**config.mk**
```make
export PLATFORM = sky130hd
export DESIGN_NAME = branchResolver
export DESIGN_NICKNAME = d
export VERILOG_FILES = /design/src/common/execPkg.sv /design/src/verilog/branchResolver.sv
export SDC_FILE = /design/constraint.sdc
export NUM_CORES = 1
export LEC_CHECK = 0
export BUFFER_PORTS_ARGS = -buffer_cell sky130_fd_sc_hd__buf_2
export CORE_AREA = 4 4 131 133
export DETAILED_ROUTE_END_ITERATION = 8
export DIE_AREA = 0 0 135 137
export MAX_ROUTING_LAYER = met4
export SLEW_MARGIN = 20
export SYNTH_ARGS = -nofsm -noshare
export SYNTH_HDL_FRONTEND = slang
export SYNTH_SLANG_ARGS = --single-unit
```
**constraint.sdc**
```tcl
create_clock -name vclk -period 9.77
set_input_delay 1.4655 -clock vclk [all_inputs]
set_output_delay 1.4655 -clock vclk [all_outputs]
set_load 0.02 [all_outputs]
```
**src/common/execPkg.sv**
```systemverilog
`default_nettype none

package execPkg;

    // data and instruction widths, fixed by RV64
    typedef logic [63:0] xlenT;
    typedef logic [31:0] instrT;
    typedef logic [5:0]  shamtT;

    // result select; the low three bits follow funct3 of the base ops
    typedef enum logic [3:0] {
        add   = 4'd0,
        sll   = 4'd1,
        slt   = 4'd2,
        passB = 4'd3,
        xorOp = 4'd4,
        srl   = 4'd5,
        orOp  = 4'd6,
        andOp = 4'd7,
        mul   = 4'd8,
        div   = 4'd12,
        rem   = 4'd14
    } aluOpT;

    typedef enum logic {
        pc  = 1'b0,
        rs1 = 1'b1
    } srcAT;

    typedef enum logic [1:0] {
        imm  = 2'd0,
        rs2  = 2'd1,
        four = 2'd2
    } srcBT;

    typedef enum logic [3:0] {
        none,
        beq,
        bne,
        blt,
        bge,
        bltu,
        bgeu,
        jal,
        jalr
    } branchT;

    typedef struct packed {
        aluOpT op;
        logic  isUnsigned;  // also arithmetic shift select
        logic  isSub;
        srcAT  srcA;
        srcBT  srcB;
        logic  isTruncate;  // word op, keep low 32 bits
        logic  isSext;
    } aluCtrlT;

    typedef struct packed {
        aluCtrlT ctrl;
        branchT  branch;
        xlenT    pc;
        xlenT    rs1Data;
        xlenT    rs2Data;
        xlenT    imm;
    } issueT;

endpackage

`default_nettype wire

```
**src/verilog/branchResolver.sv**
```systemverilog
`timescale 1ns/1ns
`default_nettype none

module branchResolver (
    input  wire execPkg::issueT held,
    input  wire                 valid,
    input  wire                 less,
    input  wire                 zero,
    output logic                branchTaken,
    output execPkg::xlenT       branchTarget
);

    execPkg::xlenT base;
    execPkg::xlenT target;
    logic          taken;

    // jalr is relative to rs1, everything else to pc
    assign base   = (held.branch == execPkg::jalr) ? held.rs1Data : held.pc;
    assign target = base + held.imm;

    assign branchTarget = (held.branch == execPkg::jalr) ? {target[63:1], 1'b0} : target;

    always_comb begin
        case (held.branch)
            execPkg::beq:  taken = zero;
            execPkg::bne:  taken = !zero;
            execPkg::blt:  taken = less;   // signed less from alu
            execPkg::bge:  taken = !less;
            execPkg::bltu: taken = less;   // unsigned less from alu
            execPkg::bgeu: taken = !less;
            execPkg::jal:  taken = 1'b1;
            execPkg::jalr: taken = 1'b1;
            default:       taken = 1'b0;
        endcase
    end

    assign branchTaken = valid && taken;

endmodule

`default_nettype wire

```
==> flow_summary.toml <==
[cts]
holdBufCountCts = 0
cts-resized-gates = 0
cts_post_setup_buffers_inserted = 0

[floorplanning]
start_util_pct = 29.6
rows = 46
die_h_um = 137
core_area_mm2 = 0.0158
dieArea_mm2 = 0.0185
ios = 339
die_w_um = 135

[global_route]
grt_remaining_overflow = 0
grtUsageTotal_pct = 18.0
grt_max_degree = 67
grt_pass1_vias = 5447
grt_first_pass_wirelength_mm = 27.0
antenna_found_initial = 1

[worst_setup_path]
path_max_fanout = 66
crit_end = "branchTarget[62]"
critical_path_depth = 17
critical_path_arrival_ns = 5.91
cp-startpoint = "held[256]"
crit_family = "compound AO/OA/AOI/OAI gates"
max_stage_delay_ns = 0.68
endpoint_kind = "output pin"
slowest_stage = "buf_4"
path_buf_inv = 4
critical_path_class = "primary input to output pin"
crit_path_cell_trace = "buf_2, nor4b_2, buf_4, mux2_2, ha_1, inv_1, fa_1, and2b_1, o211ai_2, a311oi_1, nor3_2, a21oi_4, a221oi_1, nor3_2, a21oi_1, xnor2_1, buf_2"
cp.required_ns = 8.30
critPathLaunchType = "primary input"

[drt]
wl_per_cell_um = 16.0
ant_nets = 0
vias_per_cell = 5.15
drt_iter0_drc = 272
drt_wl_total_mm = 17.7
drc = 0
firstDrtPassIters = 5
vias = 5684

[synth]
syn_area_per_cell_um2 = 7.23
yosysSeqAreaShare_pct = 0
syn-num-nets = 993
synth_area_mm2 = 0.00469
ys_warn_count = 0
synthDistinctLibCells = 61
synthCells = 649

[placed_design]
dp_slack_ns = 2.42
dp_cells = 1103
portBuffers = 264
dp_hpwl_mm = 15.5
place_congestion = 0.905

[cells_and_area]
ff_latch_area_um2 = 0
drive_gt1_share_pct = 39.3
nets = 1233
design.seq.count = 0
syn_to_final_growth_pct = 31.9
fin_cells = 1104
clkbuf_count = 0

[timing]
fin_tns_setup_ns = 0
period_minus_slack_ns = 7.37
slew_headroom_pct = 45.2
finalSetupViolCount = 0
post-route-period-util_pct = 75.4
rsz0062_at_grt = "no"
layout_setup_ws_ns = 2.40
final_max_slew_viol_count = 0
fmax_ghz = 0.136
whs_ns = 3.27
tightestPinTransition_ns = 0.822
final_hold_viol_count = 0

[pwr]
p_per_area_mw_per_mm2 = 88.7
power.total_w = 0.000549
p_leak_nw = 2.98
vdd_ir_drop_max_mv = 0.0532

[run]
drv_cap = 0

[outcome]
status = "finished clean"

[hold_path]
hp-class = "primary input to output pin"
-- cells in the mapped netlist (all sizes together), types with 2 or more instances --
cell type / instances / area share (%)
o211ai: 4 / 1.0
and2: 5 / 0.72
buf: 8 / 0.85
nor3: 10 / 1.3
nor2: 42 / 3.4
inv: 21 / 1.7
nand2: 57 / 4.6
a311oi: 2 / 0.37
o31ai: 3 / 0.69
o21ai: 41 / 4.4
o21bai: 20 / 3.2
a211oi: 6 / 1.1
ha: 69 / 18
o21a: 7 / 1.1
a31oi: 10 / 1.6
nor2b: 10 / 1.3
xor2: 22 / 4.1
xnor2: 42 / 7.8
a21oi: 86 / 9.8
nand4: 23 / 3.1
clkbuf: 19 / 1.5
nand3: 10 / 1.1
mux2: 63 / 15
nand2b: 6 / 0.80
or3: 3 / 0.40
and3: 4 / 0.53
nor4: 6 / 0.80
nand3b: 2 / 0.32
o221ai: 2 / 0.37
a21o: 25 / 4.0
-- worst min path at each step --
stage,endpoint,start,slack (ns),cells after the start
final,branchTaken,valid,3.27,3
after global routing,branchTaken,valid,3.28,3
after CTS,branchTaken,valid,3.27,3
after detailed placement,branchTaken,valid,3.27,3
after global placement,branchTaken,valid,3.27,3
after floorplan,branchTaken,valid,3.09,1
-- power by group --
group / total, W / switching [W] / leakage, nW / internal, W
sequential: 0 / 0 / 0 / 0
combinational: 0.000549 / 0.000334 / 2.98 / 0.000215
clock: 0.0000000000137 / 0 / 0.00000634 / 0.0000000000137
total: 0.000549 / 0.000334 / 2.98 / 0.000215
-- worst min-delay path, stage by stage --
cell	delay [ns]
buf_2	0.09
o211a_1	0.10
buf_2	0.15
-- cell families (layout without fill, tap and decap cells) --
| logic type | after synthesis | after routing | share of synthesized area, % |
|---|---|---|---|
| xor gates and xnor gates | 64 | 64 | 11.9 |
| buffers and inverters | 48 | 286 | 4.05 |
| other | 0 | 1 | 0 |
| muxes | 64 | 64 | 15.3 |
| AOI/OAI and AO/OA | 221 | 221 | 30.9 |
| and+or+nand+nor | 182 | 182 | 18.9 |
| adders and majority gates | 70 | 70 | 18.8 |
-- cells in the final DEF, fill, tap and decap left out, types with 2 or more instances in the layout --
cell type and instances:
nor2b_1 10, nand4_1 23, nand2_1 57, xor2_1 22, buf_2 264, nand3b_1 2
o21a_1 7, o211ai_1 2, o21bai_1 20, mux2_2 63, a31oi_1 8, and3_1 4
a311oi_1 2, a21oi_1 82, o31ai_2 2, a211oi_1 5, ha_1 69, o21ai_1 14
a21o_1 25, a21oi_4 2, a21oi_2 2, a31oi_2 2, nand3_1 10, o221ai_1 2
nor2_1 42, nor3_1 8, nand2b_1 6, or3_1 3, xnor2_1 42, nor3_2 2
nor4_1 6, o21ai_0 27, inv_1 21, and2_1 4
-- layer usage --
metal	global-route usage (%)	vias up	routed length (µm)
li1	-	2896	-
met1	23.9	2541	7890
met2	31.6	241	8320
met3	1.69	6	1380
met4	0.896	0	119
met5	-	-	0
-- through the flow --
stage,util (%),instance area [µm²]
after global placement,39.1,6190
final,39.1,6190
after CTS,39.1,6190
after floorplan,-,4690
after global routing,39.1,6190
after detailed placement,39.1,6190
-- layout make-up --
cell class,instances,area (µm²)
diodes,1,2.50
repair buffers,265,1330
fillers,1728,9640
multi-input cells,601,4510
inverters,21,78.8
well taps,216,270
Note: power is estimated with default switching activity, not from simulation.
