$ cat src/common/execPkg.sv
`default_nettype none

package execPkg;

    // data and instruction widths, fixed by RV64
    typedef logic [63:0] xlenT;
    typedef logic [31:0] instrT;
    typedef logic [5:0]  shamtT;

    // result select; the low three bits follow funct3 of the base ops
    typedef enum logic [3:0] {
        add   = 4'd0,
        sll   = 4'd1,
        slt   = 4'd2,
        passB = 4'd3,
        xorOp = 4'd4,
        srl   = 4'd5,
        orOp  = 4'd6,
        andOp = 4'd7,
        mul   = 4'd8,
        div   = 4'd12,
        rem   = 4'd14
    } aluOpT;

    typedef enum logic {
        pc  = 1'b0,
        rs1 = 1'b1
    } srcAT;

    typedef enum logic [1:0] {
        imm  = 2'd0,
        rs2  = 2'd1,
        four = 2'd2
    } srcBT;

    typedef enum logic [3:0] {
        none,
        beq,
        bne,
        blt,
        bge,
        bltu,
        bgeu,
        jal,
        jalr
    } branchT;

    typedef struct packed {
        aluOpT op;
        logic  isUnsigned;  // also arithmetic shift select
        logic  isSub;
        srcAT  srcA;
        srcBT  srcB;
        logic  isTruncate;  // word op, keep low 32 bits
        logic  isSext;
    } aluCtrlT;

    typedef struct packed {
        aluCtrlT ctrl;
        branchT  branch;
        xlenT    pc;
        xlenT    rs1Data;
        xlenT    rs2Data;
        xlenT    imm;
    } issueT;

endpackage

`default_nettype wire

$ cat src/verilog/issueRegister.sv
`timescale 1ns/1ns
`default_nettype none

module issueRegister (
    input  wire                 clock,
    input  wire                 reset,
    input  wire                 issueValid,
    input  wire execPkg::issueT decoded,
    output execPkg::issueT      held,
    output logic                valid
);

    // valid follows the strobe every cycle
    always_ff @(posedge clock) begin
        if (reset) begin
            valid <= 1'b0;
        end else begin
            valid <= issueValid;
        end
    end

    // operation is held until the next strobe
    always_ff @(posedge clock) begin
        if (issueValid) begin
            held <= decoded;
        end
    end

endmodule

`default_nettype wire

$ cat config.mk
export PLATFORM = sky130hd
export DESIGN_NAME = issueRegister
export DESIGN_NICKNAME = d
export VERILOG_FILES = /design/src/common/execPkg.sv /design/src/verilog/issueRegister.sv
export SDC_FILE = /design/constraint.sdc
export NUM_CORES = 1
export LEC_CHECK = 0
export ABC_AREA = 1
export BUFFER_PORTS_ARGS = -buffer_cell sky130_fd_sc_hd__buf_2
export CORE_AREA = 4 4 212 214
export CTS_BUF_LIST = sky130_fd_sc_hd__clkbuf_16
export DETAILED_ROUTE_END_ITERATION = 8
export DIE_AREA = 0 0 216 218
export GPL_TIMING_DRIVEN = 0
export HOLD_SLACK_MARGIN = 0.02
export PLACE_DENSITY_LB_ADDON = 0.25
export SKIP_CTS_REPAIR_TIMING = 1
export SLEW_MARGIN = 5
export SYNTH_ARGS = -nofsm -noshare
export SYNTH_HDL_FRONTEND = slang
export SYNTH_SLANG_ARGS = --single-unit
$ cat constraint.sdc
create_clock -name clock -period 0.8 [get_ports clock]
set_clock_uncertainty 0.1 [all_clocks]
set_input_delay 0.16 -clock clock [delete_from_list [all_inputs] [get_ports clock]]
set_output_delay 0.16 -clock clock [all_outputs]
set_load 0.05 [all_outputs]
==> flow_summary.toml, run 1 <==
[cells_and_area]
syn_to_final_growth_pct = 110
final_cell_count_no_fill = 1738
drive_gt1_share_pct = 51.8
fill_cells = 3828
fin_util_pct = 40.1
stdcell_area_um2 = 17200
nNetsFinal = 1403

[worst_setup_path]
cp-end-kind = "output port"
worstPathMaxFanout = 1
slowest_stage = "edfxtp_1"
max_stage_delay_ns = 0.45
critPathLaunchType = "flop"
cp_top_family = "flip-flops"
worstPathRequired_ns = 0.54
critPathLaunch = "held[141]$_DFFE_PP_"
critical_path_buf_inv_count = 1
path_cells = "buf_6"
crit_type = "flop to output port"
worstPathArrival_ns = 1.18
path_depth = 1

[placed_design]
detailed_place_hpwl_um = 18600
place_congestion = 0.722
place_ws_ns = -0.962
portBuffers = 545
placed_area_um2 = 11700
dp_cells = 1406

[yosys]
synth_seq_area_share_pct = 99.9
synth_top_area_share_pct = 99.6
synth.ff_latch_count = 272
yosysTopAreaCell = "edfxtp_1"
ys_types = 4
synth_warnings = 0
syn_area_per_cell_um2 = 29.8
synth_top_cells_by_area = "edfxtp_1 (100%), dfxtp_1 (0.25%), nor2_2 (0.077%)"
syn_area_um2 = 8170
syn_nets = 548
synthCells = 274

[routing]
wl_um = 30100
drtIter0Drc = 332
ant_nets = 0
vias_per_cell = 3.55
routed-via-count = 6173
drc = 0
wl_per_cell_um = 17.3
dr.pass1.iters = 4

[floorplanning]
pin_count = 546
row_count = 76
start_util_pct = 19.0
fp.dieArea_um2 = 47100
die_y_um = 218
die_w_um = 216
core_area_um2 = 42900

[run]
max_cap_viol_count = 0

[sta]
setup_slack_ns = -0.643
period_share_pct = 180
fmax_ghz = 0.693
timing.final.crit_period_ns = 1.44
slew_headroom_pct = 78.8
drv_slew = 0
hold_violations = 87
whs_ns = -0.0735
rsz0062_at_grt = "yes"
setup_tns_ns = -155.38
finalSetupViolCount = 272
worst_slew_pin_slew_ns = 0.317

[cts]
cts_root_buf = "clkbuf_16"
clock_sink_count = 272
cts_tree = "done"
cts_buffers = 30
cts_buffer_depth = 3
path_clk_slew_ns = 0.06
htree_levels = 1

[grt]
grt_remaining_overflow = 0
antenna_found_initial = 1
grt_pass1_vias = 5364
grt.total_usage_pct = 9.36
grt_max_degree = 100
grt_pass1_wl_um = 33500

[hold_path]
min-delay-path-class = "input pin to flop"
holdPathStages = 1
min-delay-start = "issueValid"

[power_and_ir_drop]
p_leak_nw = 7.08
powerDensity_nw_per_um2 = 2310
vdd_drop_max_v = 0.00166

[run_status]
violations = "negative hold slack, negative setup slack"
status = "finished with violations"
[stage by stage]
stage / hold slack [ns] / power [mW]
2_1_floorplan: 0.119 / 21.5
3_3_place_gp: 0.225 / 23.7
3_5_place_dp: 0.224 / 23.6
4_1_cts: -0.388 / 37.6
5_1_grt: -0.0965 / 41.3
6_report: -0.0735 / 39.8
[kinds of logic after synthesis]
logic type | Yosys count | share of synthesized area [%]
and+or+nand+nor | 1 | 0.0766
buffers and inverters | 1 | 0.0459
DFF | 272 | 99.9
[registers in the layout, summed over array words and instances, names as in the netlist]
name,cells
held,271
valid,1
[metal layers]
layer / global-route usage (%) / wire length, um / up-vias
met4: 2.60 / 671 / 0
met2: 16.9 / 16100 / 321
met1: 9.70 / 10600 / 2965
met5: 0 / 0 / -
met3: 4.61 / 2650 / 41
li1: - / - / 2846
[placed cells by master, fill, tap and decap left out, types with 4 or more instances in the layout]
cell type	instances
clkinvlp_4	4
clkbuf_16	34
inv_1	5
dlygate4sd3_1	273
edfxtp_1	271
clkinv_2	5
buf_2	272
clkinv_1	6
buf_6	271
[power by group]
part / total, mW / switching [mW] / internal, mW
logic: 8.59 / 5.18 / 3.41
registers: 17.5 / 0.542 / 17.0
clock network: 13.7 / 5.69 / 7.97
[cells in the mapped netlist]
library cell,instances
nor2_2,1
inv_1,1
edfxtp_1,271
dfxtp_1,1
[layout make-up]
| cell class | instances | area [um^2] | area share, % |
|---|---|---|---|
| clock buffer | 31 | 776 | 4.51 |
| multi-input combinational | 1 | 6.26 | 0.0364 |
| timing repair buffer | 823 | 7310 | 42.5 |
| tap | 585 | 732 | 4.26 |
| clock inverter | 24 | 200 | 1.16 |
| inverter | 1 | 3.75 | 0.0218 |
| antenna | 1 | 2.50 | 0.0146 |
| sequential | 272 | 8160 | 47.5 |
[worst paths after layout]
kind	endpoint	slack (ns)
min	held[157]$_DFFE_PP_	-0.07
max	held[141]	-0.64
Power figures use the tool's default switching activity.
==> run 2: changes to the inputs <==
--- a/config.mk
+++ b/config.mk
@@ -11,7 +11,6 @@
 export CTS_BUF_LIST = sky130_fd_sc_hd__clkbuf_16
 export DETAILED_ROUTE_END_ITERATION = 8
 export DIE_AREA = 0 0 216 218
-export GPL_TIMING_DRIVEN = 0
 export HOLD_SLACK_MARGIN = 0.02
 export PLACE_DENSITY_LB_ADDON = 0.25
 export SKIP_CTS_REPAIR_TIMING = 1
==> flow_summary.toml, run 2 (synthesis gave the netlist of run 1 again) <==
[routing]
dr.pass1.iters = 4
wl_per_cell_um = 16.8
ant_nets = 0
wl_um = 29600
routed-via-count = 6269
vias_per_cell = 3.55
drtIter0Drc = 243
drc = 0

[cts]
htree_levels = 1
cts_buffers = 30
cts_root_buf = "clkbuf_16"
cts_buffer_depth = 3
cts_tree = "done"
path_clk_slew_ns = 0.06
clock_sink_count = 272

[placed_design]
portBuffers = 545
detailed_place_hpwl_um = 19900
place_congestion = 0.781

[cells_and_area]
regMostFlops = "held"
syn_to_final_growth_pct = 115
multi_input_area_um2 = 6.26
largest_reg_flops = 271
drive_gt1_share_pct = 52.8
regArea_um2 = 8160
top_regs = "held (271), valid (1)"
final_cell_mix = "dlygate4sd3_1 (273), buf_2 (272), edfxtp_1 (271)"
layout_commonest_cell = "dlygate4sd3_1"
fill_cells = 3803
nNetsFinal = 1428

[worst_setup_path]
path_cells = "buf_12"
cp-end-kind = "output port"
worstPathArrival_ns = 1.17
slowest_stage = "edfxtp_1"
cp_top_family = "flip-flops"
worstPathRequired_ns = 0.54
max_stage_delay_ns = 0.44
critical_path_buf_inv_count = 1
worstPathMaxFanout = 1
critPathLaunchType = "flop"
crit_type = "flop to output port"

[power_and_ir_drop]
p_leak_nw = 7.25
powerDensity_nw_per_um2 = 2240
vdd_drop_max_v = 0.00146
totalPowerFinal_mw = 39.3

[sta]
whs_ns = -0.0743
setup_slack_ns = -0.632
slew_headroom_pct = 81.0
hold_violations = 14
timing.final.crit_period_ns = 1.43
worst_slew_pin_slew_ns = 0.286
fmax_ghz = 0.698
drv_slew = 0
period_share_pct = 179
rsz0062_at_grt = "yes"
finalSetupViolCount = 272

[run_status]
status = "finished with violations"
violations = "negative hold slack, negative setup slack"

[floorplanning]
row_count = 76
core_area_um2 = 42900
fp.dieArea_um2 = 47100
start_util_pct = 19.0
die_y_um = 218
die_w_um = 216
pin_count = 546

[grt]
antenna_found_initial = 1
grt_pass1_wl_um = 34100
grt_remaining_overflow = 0
grt_pass1_vias = 5506
grt.total_usage_pct = 9.58
grt_max_degree = 27

[run]
max_cap_viol_count = 0

[hold_path]
min-delay-path-class = "input pin to flop"
==> run 2: changes by cell type in the layout (fill, tap and decap cells not counted), sizes merged <==
cell    delta
bufinv     -2
buf       +28
inv        -1
clkbuf     -3
clkinv     +4
==> run 2: area by class of cell <==
type	instances	share of cell area, %
sequential	272	46.5
antenna	1	0.0143
tap	585	4.17
inverter	1	0.0214
timing repair buffer	848	43.9
multi-input combinational	1	0.0357
clock buffer	31	4.42
clock inverter	25	0.899
==> run 2: stage by stage <==
| stage | area [um^2] | setup WS (ns) | setup TNS, ns | std cells | utilization [%] |
|---|---|---|---|---|---|
| after floorplan | 8170 | -0.0606 | -16.42 | 274 | - |
| after global placement | 12300 | -0.321 | -70.64 | 1434 | 28.7 |
| after global routing | 17500 | -0.683 | -166.96 | 1764 | 40.9 |
| final | 17500 | -0.632 | -153.09 | 1764 | 40.9 |
| after detailed placement | 12300 | -0.330 | -71.49 | 1434 | 28.7 |
| after CTS | 13200 | -0.727 | -173.16 | 1490 | 30.8 |
==> run 2: final timing paths <==
kind  depth (start not counted)             endpoint  slack, ns                start
min                           2  held[113]$_DFFE_PP_      -0.07           issueValid
max                           1            held[206]      -0.63  held[206]$_DFFE_PP_
==> run 2: layer usage <==
metal	vias up	wire, um	track usage [%]
li1	2891	-	-
met1	2998	10000	10.2
met2	319	16000	16.6
met3	61	2690	4.36
met4	0	865	3.88
met5	-	0	0
==> run 2: power breakdown <==
group          leakage [nW]  switching [mW]  internal (mW)
logic                  4.13            5.20           3.65
registers              2.66           0.575           17.0
clock network         0.465            5.55           7.34
total                  7.25            11.3           28.0
