## src/common/execPkg.sv

```systemverilog
`default_nettype none

package execPkg;

    // data and instruction widths, fixed by RV64
    typedef logic [63:0] xlenT;
    typedef logic [31:0] instrT;
    typedef logic [5:0]  shamtT;

    // result select; the low three bits follow funct3 of the base ops
    typedef enum logic [3:0] {
        add   = 4'd0,
        sll   = 4'd1,
        slt   = 4'd2,
        passB = 4'd3,
        xorOp = 4'd4,
        srl   = 4'd5,
        orOp  = 4'd6,
        andOp = 4'd7,
        mul   = 4'd8,
        div   = 4'd12,
        rem   = 4'd14
    } aluOpT;

    typedef enum logic {
        pc  = 1'b0,
        rs1 = 1'b1
    } srcAT;

    typedef enum logic [1:0] {
        imm  = 2'd0,
        rs2  = 2'd1,
        four = 2'd2
    } srcBT;

    typedef enum logic [3:0] {
        none,
        beq,
        bne,
        blt,
        bge,
        bltu,
        bgeu,
        jal,
        jalr
    } branchT;

    typedef struct packed {
        aluOpT op;
        logic  isUnsigned;  // also arithmetic shift select
        logic  isSub;
        srcAT  srcA;
        srcBT  srcB;
        logic  isTruncate;  // word op, keep low 32 bits
        logic  isSext;
    } aluCtrlT;

    typedef struct packed {
        aluCtrlT ctrl;
        branchT  branch;
        xlenT    pc;
        xlenT    rs1Data;
        xlenT    rs2Data;
        xlenT    imm;
    } issueT;

endpackage

`default_nettype wire

```

## src/verilog/instrDecoder.sv

```systemverilog
`timescale 1ns/1ns
`default_nettype none

module instrDecoder (
    input  wire execPkg::instrT instruction,
    input  wire execPkg::xlenT  pc,
    input  wire execPkg::xlenT  rs1Data,
    input  wire execPkg::xlenT  rs2Data,
    output execPkg::issueT      decoded
);

    localparam logic [6:0] opReg      = 7'b0110011;
    localparam logic [6:0] opImm      = 7'b0010011;
    localparam logic [6:0] opReg32    = 7'b0111011;
    localparam logic [6:0] opImm32    = 7'b0011011;
    localparam logic [6:0] opLui      = 7'b0110111;
    localparam logic [6:0] opAuipc    = 7'b0010111;
    localparam logic [6:0] opJal      = 7'b1101111;
    localparam logic [6:0] opJalr     = 7'b1100111;
    localparam logic [6:0] opBranch   = 7'b1100011;
    localparam logic [6:0] mulDivFunc = 7'b0000001;

    logic [6:0]     opcode;
    logic [2:0]     funct3;
    logic [6:0]     funct7;
    logic           isWord;
    logic           illegal;
    execPkg::aluOpT baseOp;
    execPkg::xlenT  iImm;
    execPkg::xlenT  uImm;
    execPkg::xlenT  jImm;
    execPkg::xlenT  bImm;

    assign opcode = instruction[6:0];
    assign funct3 = instruction[14:12];
    assign funct7 = instruction[31:25];
    assign isWord = (opcode == opReg32) || (opcode == opImm32);

    // sltu shares slt, the rest map straight from funct3
    assign baseOp = (funct3 == 3'b011) ? execPkg::slt : execPkg::aluOpT'({1'b0, funct3});

    assign iImm = {{52{instruction[31]}}, instruction[31:20]};
    assign uImm = {{32{instruction[31]}}, instruction[31:12], 12'b0};
    assign jImm = {{44{instruction[31]}}, instruction[19:12], instruction[20],
                   instruction[30:21], 1'b0};
    assign bImm = {{52{instruction[31]}}, instruction[7], instruction[30:25],
                   instruction[11:8], 1'b0};

    always_comb begin
        decoded         = '0;
        decoded.ctrl.op = execPkg::passB;
        decoded.pc      = pc;
        decoded.rs1Data = rs1Data;
        decoded.rs2Data = rs2Data;
        illegal         = 1'b0;
        case (opcode)
            opReg, opReg32: begin
                decoded.ctrl.srcA = execPkg::rs1;
                decoded.ctrl.srcB = execPkg::rs2;
                if (funct7 == mulDivFunc) begin
                    decoded.ctrl.isUnsigned = funct3[0];
                    case (funct3[2:1])
                        2'b10:   decoded.ctrl.op = execPkg::div;
                        2'b11:   decoded.ctrl.op = execPkg::rem;
                        default: begin
                            decoded.ctrl.op = execPkg::mul;
                            illegal = (funct3 != 3'b000);  // no high-half multiply
                        end
                    endcase
                end else begin
                    decoded.ctrl.op         = baseOp;
                    decoded.ctrl.isSub      = funct7[5] && (funct3 == 3'b000);
                    decoded.ctrl.isUnsigned = (funct3 == 3'b011) ||
                                              (funct7[5] && (funct3 == 3'b101));
                    illegal = (funct7[6] || (funct7[4:0] != 5'b0)) ||
                              (isWord && !(funct3 inside {3'b000, 3'b001, 3'b101}));
                end
            end
            opImm, opImm32: begin
                decoded.ctrl.srcA       = execPkg::rs1;
                decoded.ctrl.op         = baseOp;
                decoded.ctrl.isUnsigned = (funct3 == 3'b011) ||
                                          (instruction[30] && (funct3 == 3'b101));
                decoded.imm = iImm;
                illegal = isWord && !(funct3 inside {3'b000, 3'b001, 3'b101});
            end
            opLui: begin
                decoded.imm = uImm;  // passB of the immediate
            end
            opAuipc: begin
                decoded.ctrl.op = execPkg::add;
                decoded.imm     = uImm;
            end
            opJal, opJalr: begin
                // link value pc+4, target formed in the resolver
                decoded.ctrl.op   = execPkg::add;
                decoded.ctrl.srcB = execPkg::four;
                decoded.branch    = (opcode == opJal) ? execPkg::jal : execPkg::jalr;
                decoded.imm       = (opcode == opJal) ? jImm : iImm;
                illegal = (opcode == opJalr) && (funct3 != 3'b000);
            end
            opBranch: begin
                decoded.ctrl.op         = execPkg::add;
                decoded.ctrl.isSub      = 1'b1;
                decoded.ctrl.srcA       = execPkg::rs1;
                decoded.ctrl.srcB       = execPkg::rs2;
                decoded.ctrl.isUnsigned = funct3[1];  // bltu, bgeu
                decoded.imm             = bImm;
                case (funct3)
                    3'b000:  decoded.branch = execPkg::beq;
                    3'b001:  decoded.branch = execPkg::bne;
                    3'b100:  decoded.branch = execPkg::blt;
                    3'b101:  decoded.branch = execPkg::bge;
                    3'b110:  decoded.branch = execPkg::bltu;
                    3'b111:  decoded.branch = execPkg::bgeu;
                    default: illegal = 1'b1;
                endcase
            end
            default: illegal = 1'b1;
        endcase
        decoded.ctrl.isTruncate = isWord;
        decoded.ctrl.isSext     = isWord;  // RV64 W results always sign-extend
        if (illegal) begin
            // passB of a zero immediate gives a zero result
            decoded.ctrl    = '0;
            decoded.ctrl.op = execPkg::passB;
            decoded.branch  = execPkg::none;
            decoded.imm     = '0;
        end
    end

endmodule

`default_nettype wire

```

## config.mk

```make
export PLATFORM = sky130hd
export DESIGN_NAME = instrDecoder
export DESIGN_NICKNAME = d
export VERILOG_FILES = /design/src/common/execPkg.sv /design/src/verilog/instrDecoder.sv
export SDC_FILE = /design/constraint.sdc
export NUM_CORES = 1
export LEC_CHECK = 0
export BUFFER_PORTS_ARGS = -buffer_cell sky130_fd_sc_hd__buf_2
export CAP_MARGIN = 20
export CORE_AREA = 2 2 190 192
export DETAILED_ROUTE_END_ITERATION = 12
export DIE_AREA = 0 0 192 194
export MAX_ROUTING_LAYER = met4
export PLACE_DENSITY = 0.34
export SLEW_MARGIN = 20
export SYNTH_ARGS = -nofsm -noshare
export SYNTH_HDL_FRONTEND = slang
export SYNTH_SLANG_ARGS = --single-unit
```

## constraint.sdc

```tcl
create_clock -name vclk -period 5.74
set_input_delay 1.148 -clock vclk [all_inputs]
set_output_delay 1.148 -clock vclk [all_outputs]
set_load 0.01 [all_outputs]
```

==> results of run 1 <==
-- per-layer routing --
metal / track usage, %
met5: -
met1: 5.18
met4: 4.95
met2: 9.93
met3: 4.47
-- kinds of logic after synthesis --
logic type	count (synthesis)
buffers and inverters	238
AND/OR/NAND/NOR	87
AO/OA/AOI/OAI	51
XOR/XNOR	1
-- per-stage QoR --
| stage | util, % | setup slack (ns) | hold WS (ns) | area, um2 |
|---|---|---|---|---|
| after floorplan | - | 0.739 | 2.39 | 2550 |
| after global placement | 5.59 | 1.29 | 2.30 | 1970 |
| after detailed placement | 5.59 | 1.22 | 2.30 | 1970 |
| after CTS | 5.59 | 1.22 | 2.30 | 1970 |
| after global routing | 5.60 | 1.11 | 2.30 | 1970 |
-- Yosys cell counts (2+ instances only) --
cell type	number
nand3_1	5
and2_1	7
a22oi_1	5
buf_2	4
nand4_1	3
nor2b_1	4
buf_6	3
and3_1	2
inv_1	2
or3_1	2
nand2b_1	3
buf_4	225
a21oi_1	23
nor3_1	6
a21oi_2	5
nor2_1	12
nand3b_1	2
nand2_1	30
or4_4	2
o21ai_0	8
clkbuf_1	4
==> results.toml, run 1 <==
[synth]
synthXorXnorAreaFrac_pct = 0.343
synth-simple-area-share_pct = 17.8
netlist.area_leader.share_pct = 66.2
yosysTopAreaCell = "buf_4"
ys.warnings.count = 0
synth_adder_area_share_pct = 0
synthCells = 377
avgSynthCellArea_um2 = 6.76
synth_compound_area_share_pct = 12.7
synth_cell_types = 41
ys_seq_area_share_pct = 0
muxShareOfSynthArea_pct = 0
synth_top_family_by_area = "buffers and inverters"
ys_top_cells_by_area = "buf_4 66%, a21oi_1 4.5%, nand2_1 4.4%"
syn_nets = 601
synth_area_um2 = 2550

[global_routing]
grtUsageTotal_pct = 6.38
grt_pass1_wl_um = 15800
grt_pass1_vias = 1860
grt_max_degree = 34
gr-total-overflow = 0
antenna_found_initial = 2

[status]
status = "stopped before the end"
lastStage = "detailed routing"
error_line = "[ERROR DRT-0255] Maze Route cannot find path of net rs2Data[38] in worker of routeBox ( 144900 0 ) ( 192000 48300 )."

[die]
initial_core_util_pct = 7.24
die_w_um = 192
chipHeight_um = 194
rows = 69
ios = 495

[place]
portBuffers = 111
placed_cells = 717
hpwlAfterDp_um = 10900
routabilityCongestion = 0.709

[cts]
ctsResizeCount = 0
postCtsHoldBufs = 0
postCtsSetupBuffers = 0
==> inputs of run 2 (changes only) <==
--- a/config.mk
+++ b/config.mk
@@ -7,11 +7,10 @@
 export LEC_CHECK = 0
 export BUFFER_PORTS_ARGS = -buffer_cell sky130_fd_sc_hd__buf_2
 export CAP_MARGIN = 20
-export CORE_AREA = 2 2 190 192
+export CORE_AREA = 2 2 191 193
 export DETAILED_ROUTE_END_ITERATION = 12
-export DIE_AREA = 0 0 192 194
-export MAX_ROUTING_LAYER = met4
-export PLACE_DENSITY = 0.34
+export DIE_AREA = 0 0 193 195
+export PLACE_DENSITY_LB_ADDON = 0.15
 export SLEW_MARGIN = 20
 export SYNTH_ARGS = -nofsm -noshare
 export SYNTH_HDL_FRONTEND = slang
==> results.toml, run 2 <==
[routing]
ant_nets = 0
wl_um = 12600
remaining_drc_errors = 0
first_pass_iters = 4
wl_per_cell_um = 17.6
drt_iter0_drc = 42
num_vias = 1819
vias_per_cell = 2.53

[sta]
tightest_slew_ns = 0.866
slew_headroom_pct = 41.9
fmax_mhz = 232
hold_viol = 0
finalSetupViolCount = 0
setup_tns_ns = 0
drv_slew = 0
rsz0062_at_grt = "false"
fin_crit_sh_pct = 75.2
timing.final.crit_period_ns = 4.31

[power]
net-switching-power_uw = 42.1
pwr_density_cell_nw_per_um2 = 32.4
worst_ir_drop_vdd_mv = 0.0125
sw_frac_of_total_pct = 65.7
power_frac_seq_pct = 0
pwr-share-clk_pct = 0
pwr-share-comb_pct = 100.0
p_int_uw = 22.0
p_leak_nw = 0.813

[worst_setup_path]
slowest_delay_ns = 0.26
critPathLaunchType = "input pin"
critPathKind = "input pin to output pin"
endpoint_kind = "output pin"
crit_top_cell = "buf_4"
cp_max_fo = 33
path_cells = "buf_2 -> nand2b_1 -> a21oi_1 -> o2bb2ai_2 -> buf_4 -> or2_1 -> buf_4 -> nor2_2 -> buf_4 -> buf_2"
crit_required_ns = 4.59
critPathSlowestCell = "buf_2"
crit_family = "buffers and inverters"
cp.arrival_ns = 3.17
path_buf_inv = 5

[synth]
synth_area_um2 = 2550
yosysTopAreaCell = "buf_4"
synth_commonest_cells = "225 x buf_4, 30 x nand2_1, 23 x a21oi_1, 12 x nor2_1, 8 x o21ai_0"
netlist.area_leader.share_pct = 66.2
synth.most_common_cell = "buf_4"
ys_top_cells_by_area = "buf_4 66%, a21oi_1 4.5%, nand2_1 4.4%"
synth_cell_types = 41
avgSynthCellArea_um2 = 6.76
ys.warnings.count = 0
ys_seq_area_share_pct = 0
synthCells = 377
syn_nets = 601

[global_routing]
gr-total-overflow = 0
antenna_found_initial = 2
grt_max_degree = 34
grtUsageTotal_pct = 6.22
grt_pass1_wl_um = 16100
grt_pass1_vias = 1868

[place]
placed_cell_area_um2 = 1980
portBuffers = 111
hpwlAfterDp_um = 10700
routabilityCongestion = 0.634

[final_layout]
design_area_um2 = 1980
syn_to_final_growth_pct = -22.4
drive_above_1_share_pct = 51.0
nNetsFinal = 483
final_cell_mix = "111 x buf_2, 30 x nand2_1, 23 x a21oi_1, 11 x nor2_1, 8 x o21ai_0"
regArea_um2 = 0
flops_and_latches = 0
clkbuf_count = 0
final_common_cell = "buf_2"

[die]
ios = 495
rows = 69
chipHeight_um = 195
die_area_um2 = 37600
die_w_um = 193
core_region_area_um2 = 35400
initial_core_util_pct = 7.20

[cts]
ctsResizeCount = 0
postCtsHoldBufs = 0
postCtsSetupBuffers = 0

[run]
maxCapViolations = 0

[hold_path]
hp-class = "input pin to output pin"

[status]
status = "finished, final reports clean"
run 2: cell counts after synthesis:
Identical to the previous run, type by type.
run 2: worst paths after layout:
check                          end       startpoint  slack [ns]  cells after the start
worst max-delay path   decoded[59]  instruction[14]        1.43                     10
worst min-delay path  decoded[134]       rs1Data[6]        2.30                      0
run 2: stage by stage:
stage / instances / total power [mW] / util [%] / hold slack (ns) / setup WS, ns
4_1_cts: 718 / 0.0679 / 5.59 / 2.30 / 1.35
3_5_place_dp: 718 / 0.0676 / 5.59 / 2.30 / 1.36
6_report: 719 / 0.0641 / 5.59 / 2.30 / 1.43
3_3_place_gp: 718 / 0.0685 / 5.59 / 2.30 / 1.32
2_1_floorplan: 377 / 0.172 / - / 2.39 / 0.739
5_1_grt: 718 / 0.0731 / 5.59 / 2.30 / 1.21
run 2: power by group through the flow:
stage / logic (mW) / registers [mW] / clock network (mW)
floorplan: 0.172 / 0 / 0
global placement: 0.0685 / 0 / 0
detailed placement: 0.0676 / 0 / 0
CTS: 0.0679 / 0 / 0
global route: 0.0731 / 0 / 0
finish: 0.0641 / 0 / 0.0000000233
run 2: final cells by class:
cell class | instances | area [um2]
diodes | 1 | 2.50
fillers | 4252 | 33400
inverters | 2 | 7.51
multi-input cells | 139 | 800
well taps | 461 | 577
repair buffers | 116 | 593
run 2: logic make-up after synthesis:
family	Yosys count	share of synthesized area, %
compound gates	51	12.7
simple gates	87	17.8
xor+xnor	1	0.344
buf+inv	238	69.2
run 2: metal layers:
metal | GRT usage, % | vias to the layer above | share of wire, %
met3 | 4.12 | 106 | 17
met2 | 10.1 | 185 | 45
li1 | - | 754 | -
met5 | 0 | - | 0
met4 | 4.91 | 0 | 8.8
met1 | 5.36 | 774 | 29
No activity file was read; power rests on OpenSTA's default activity.
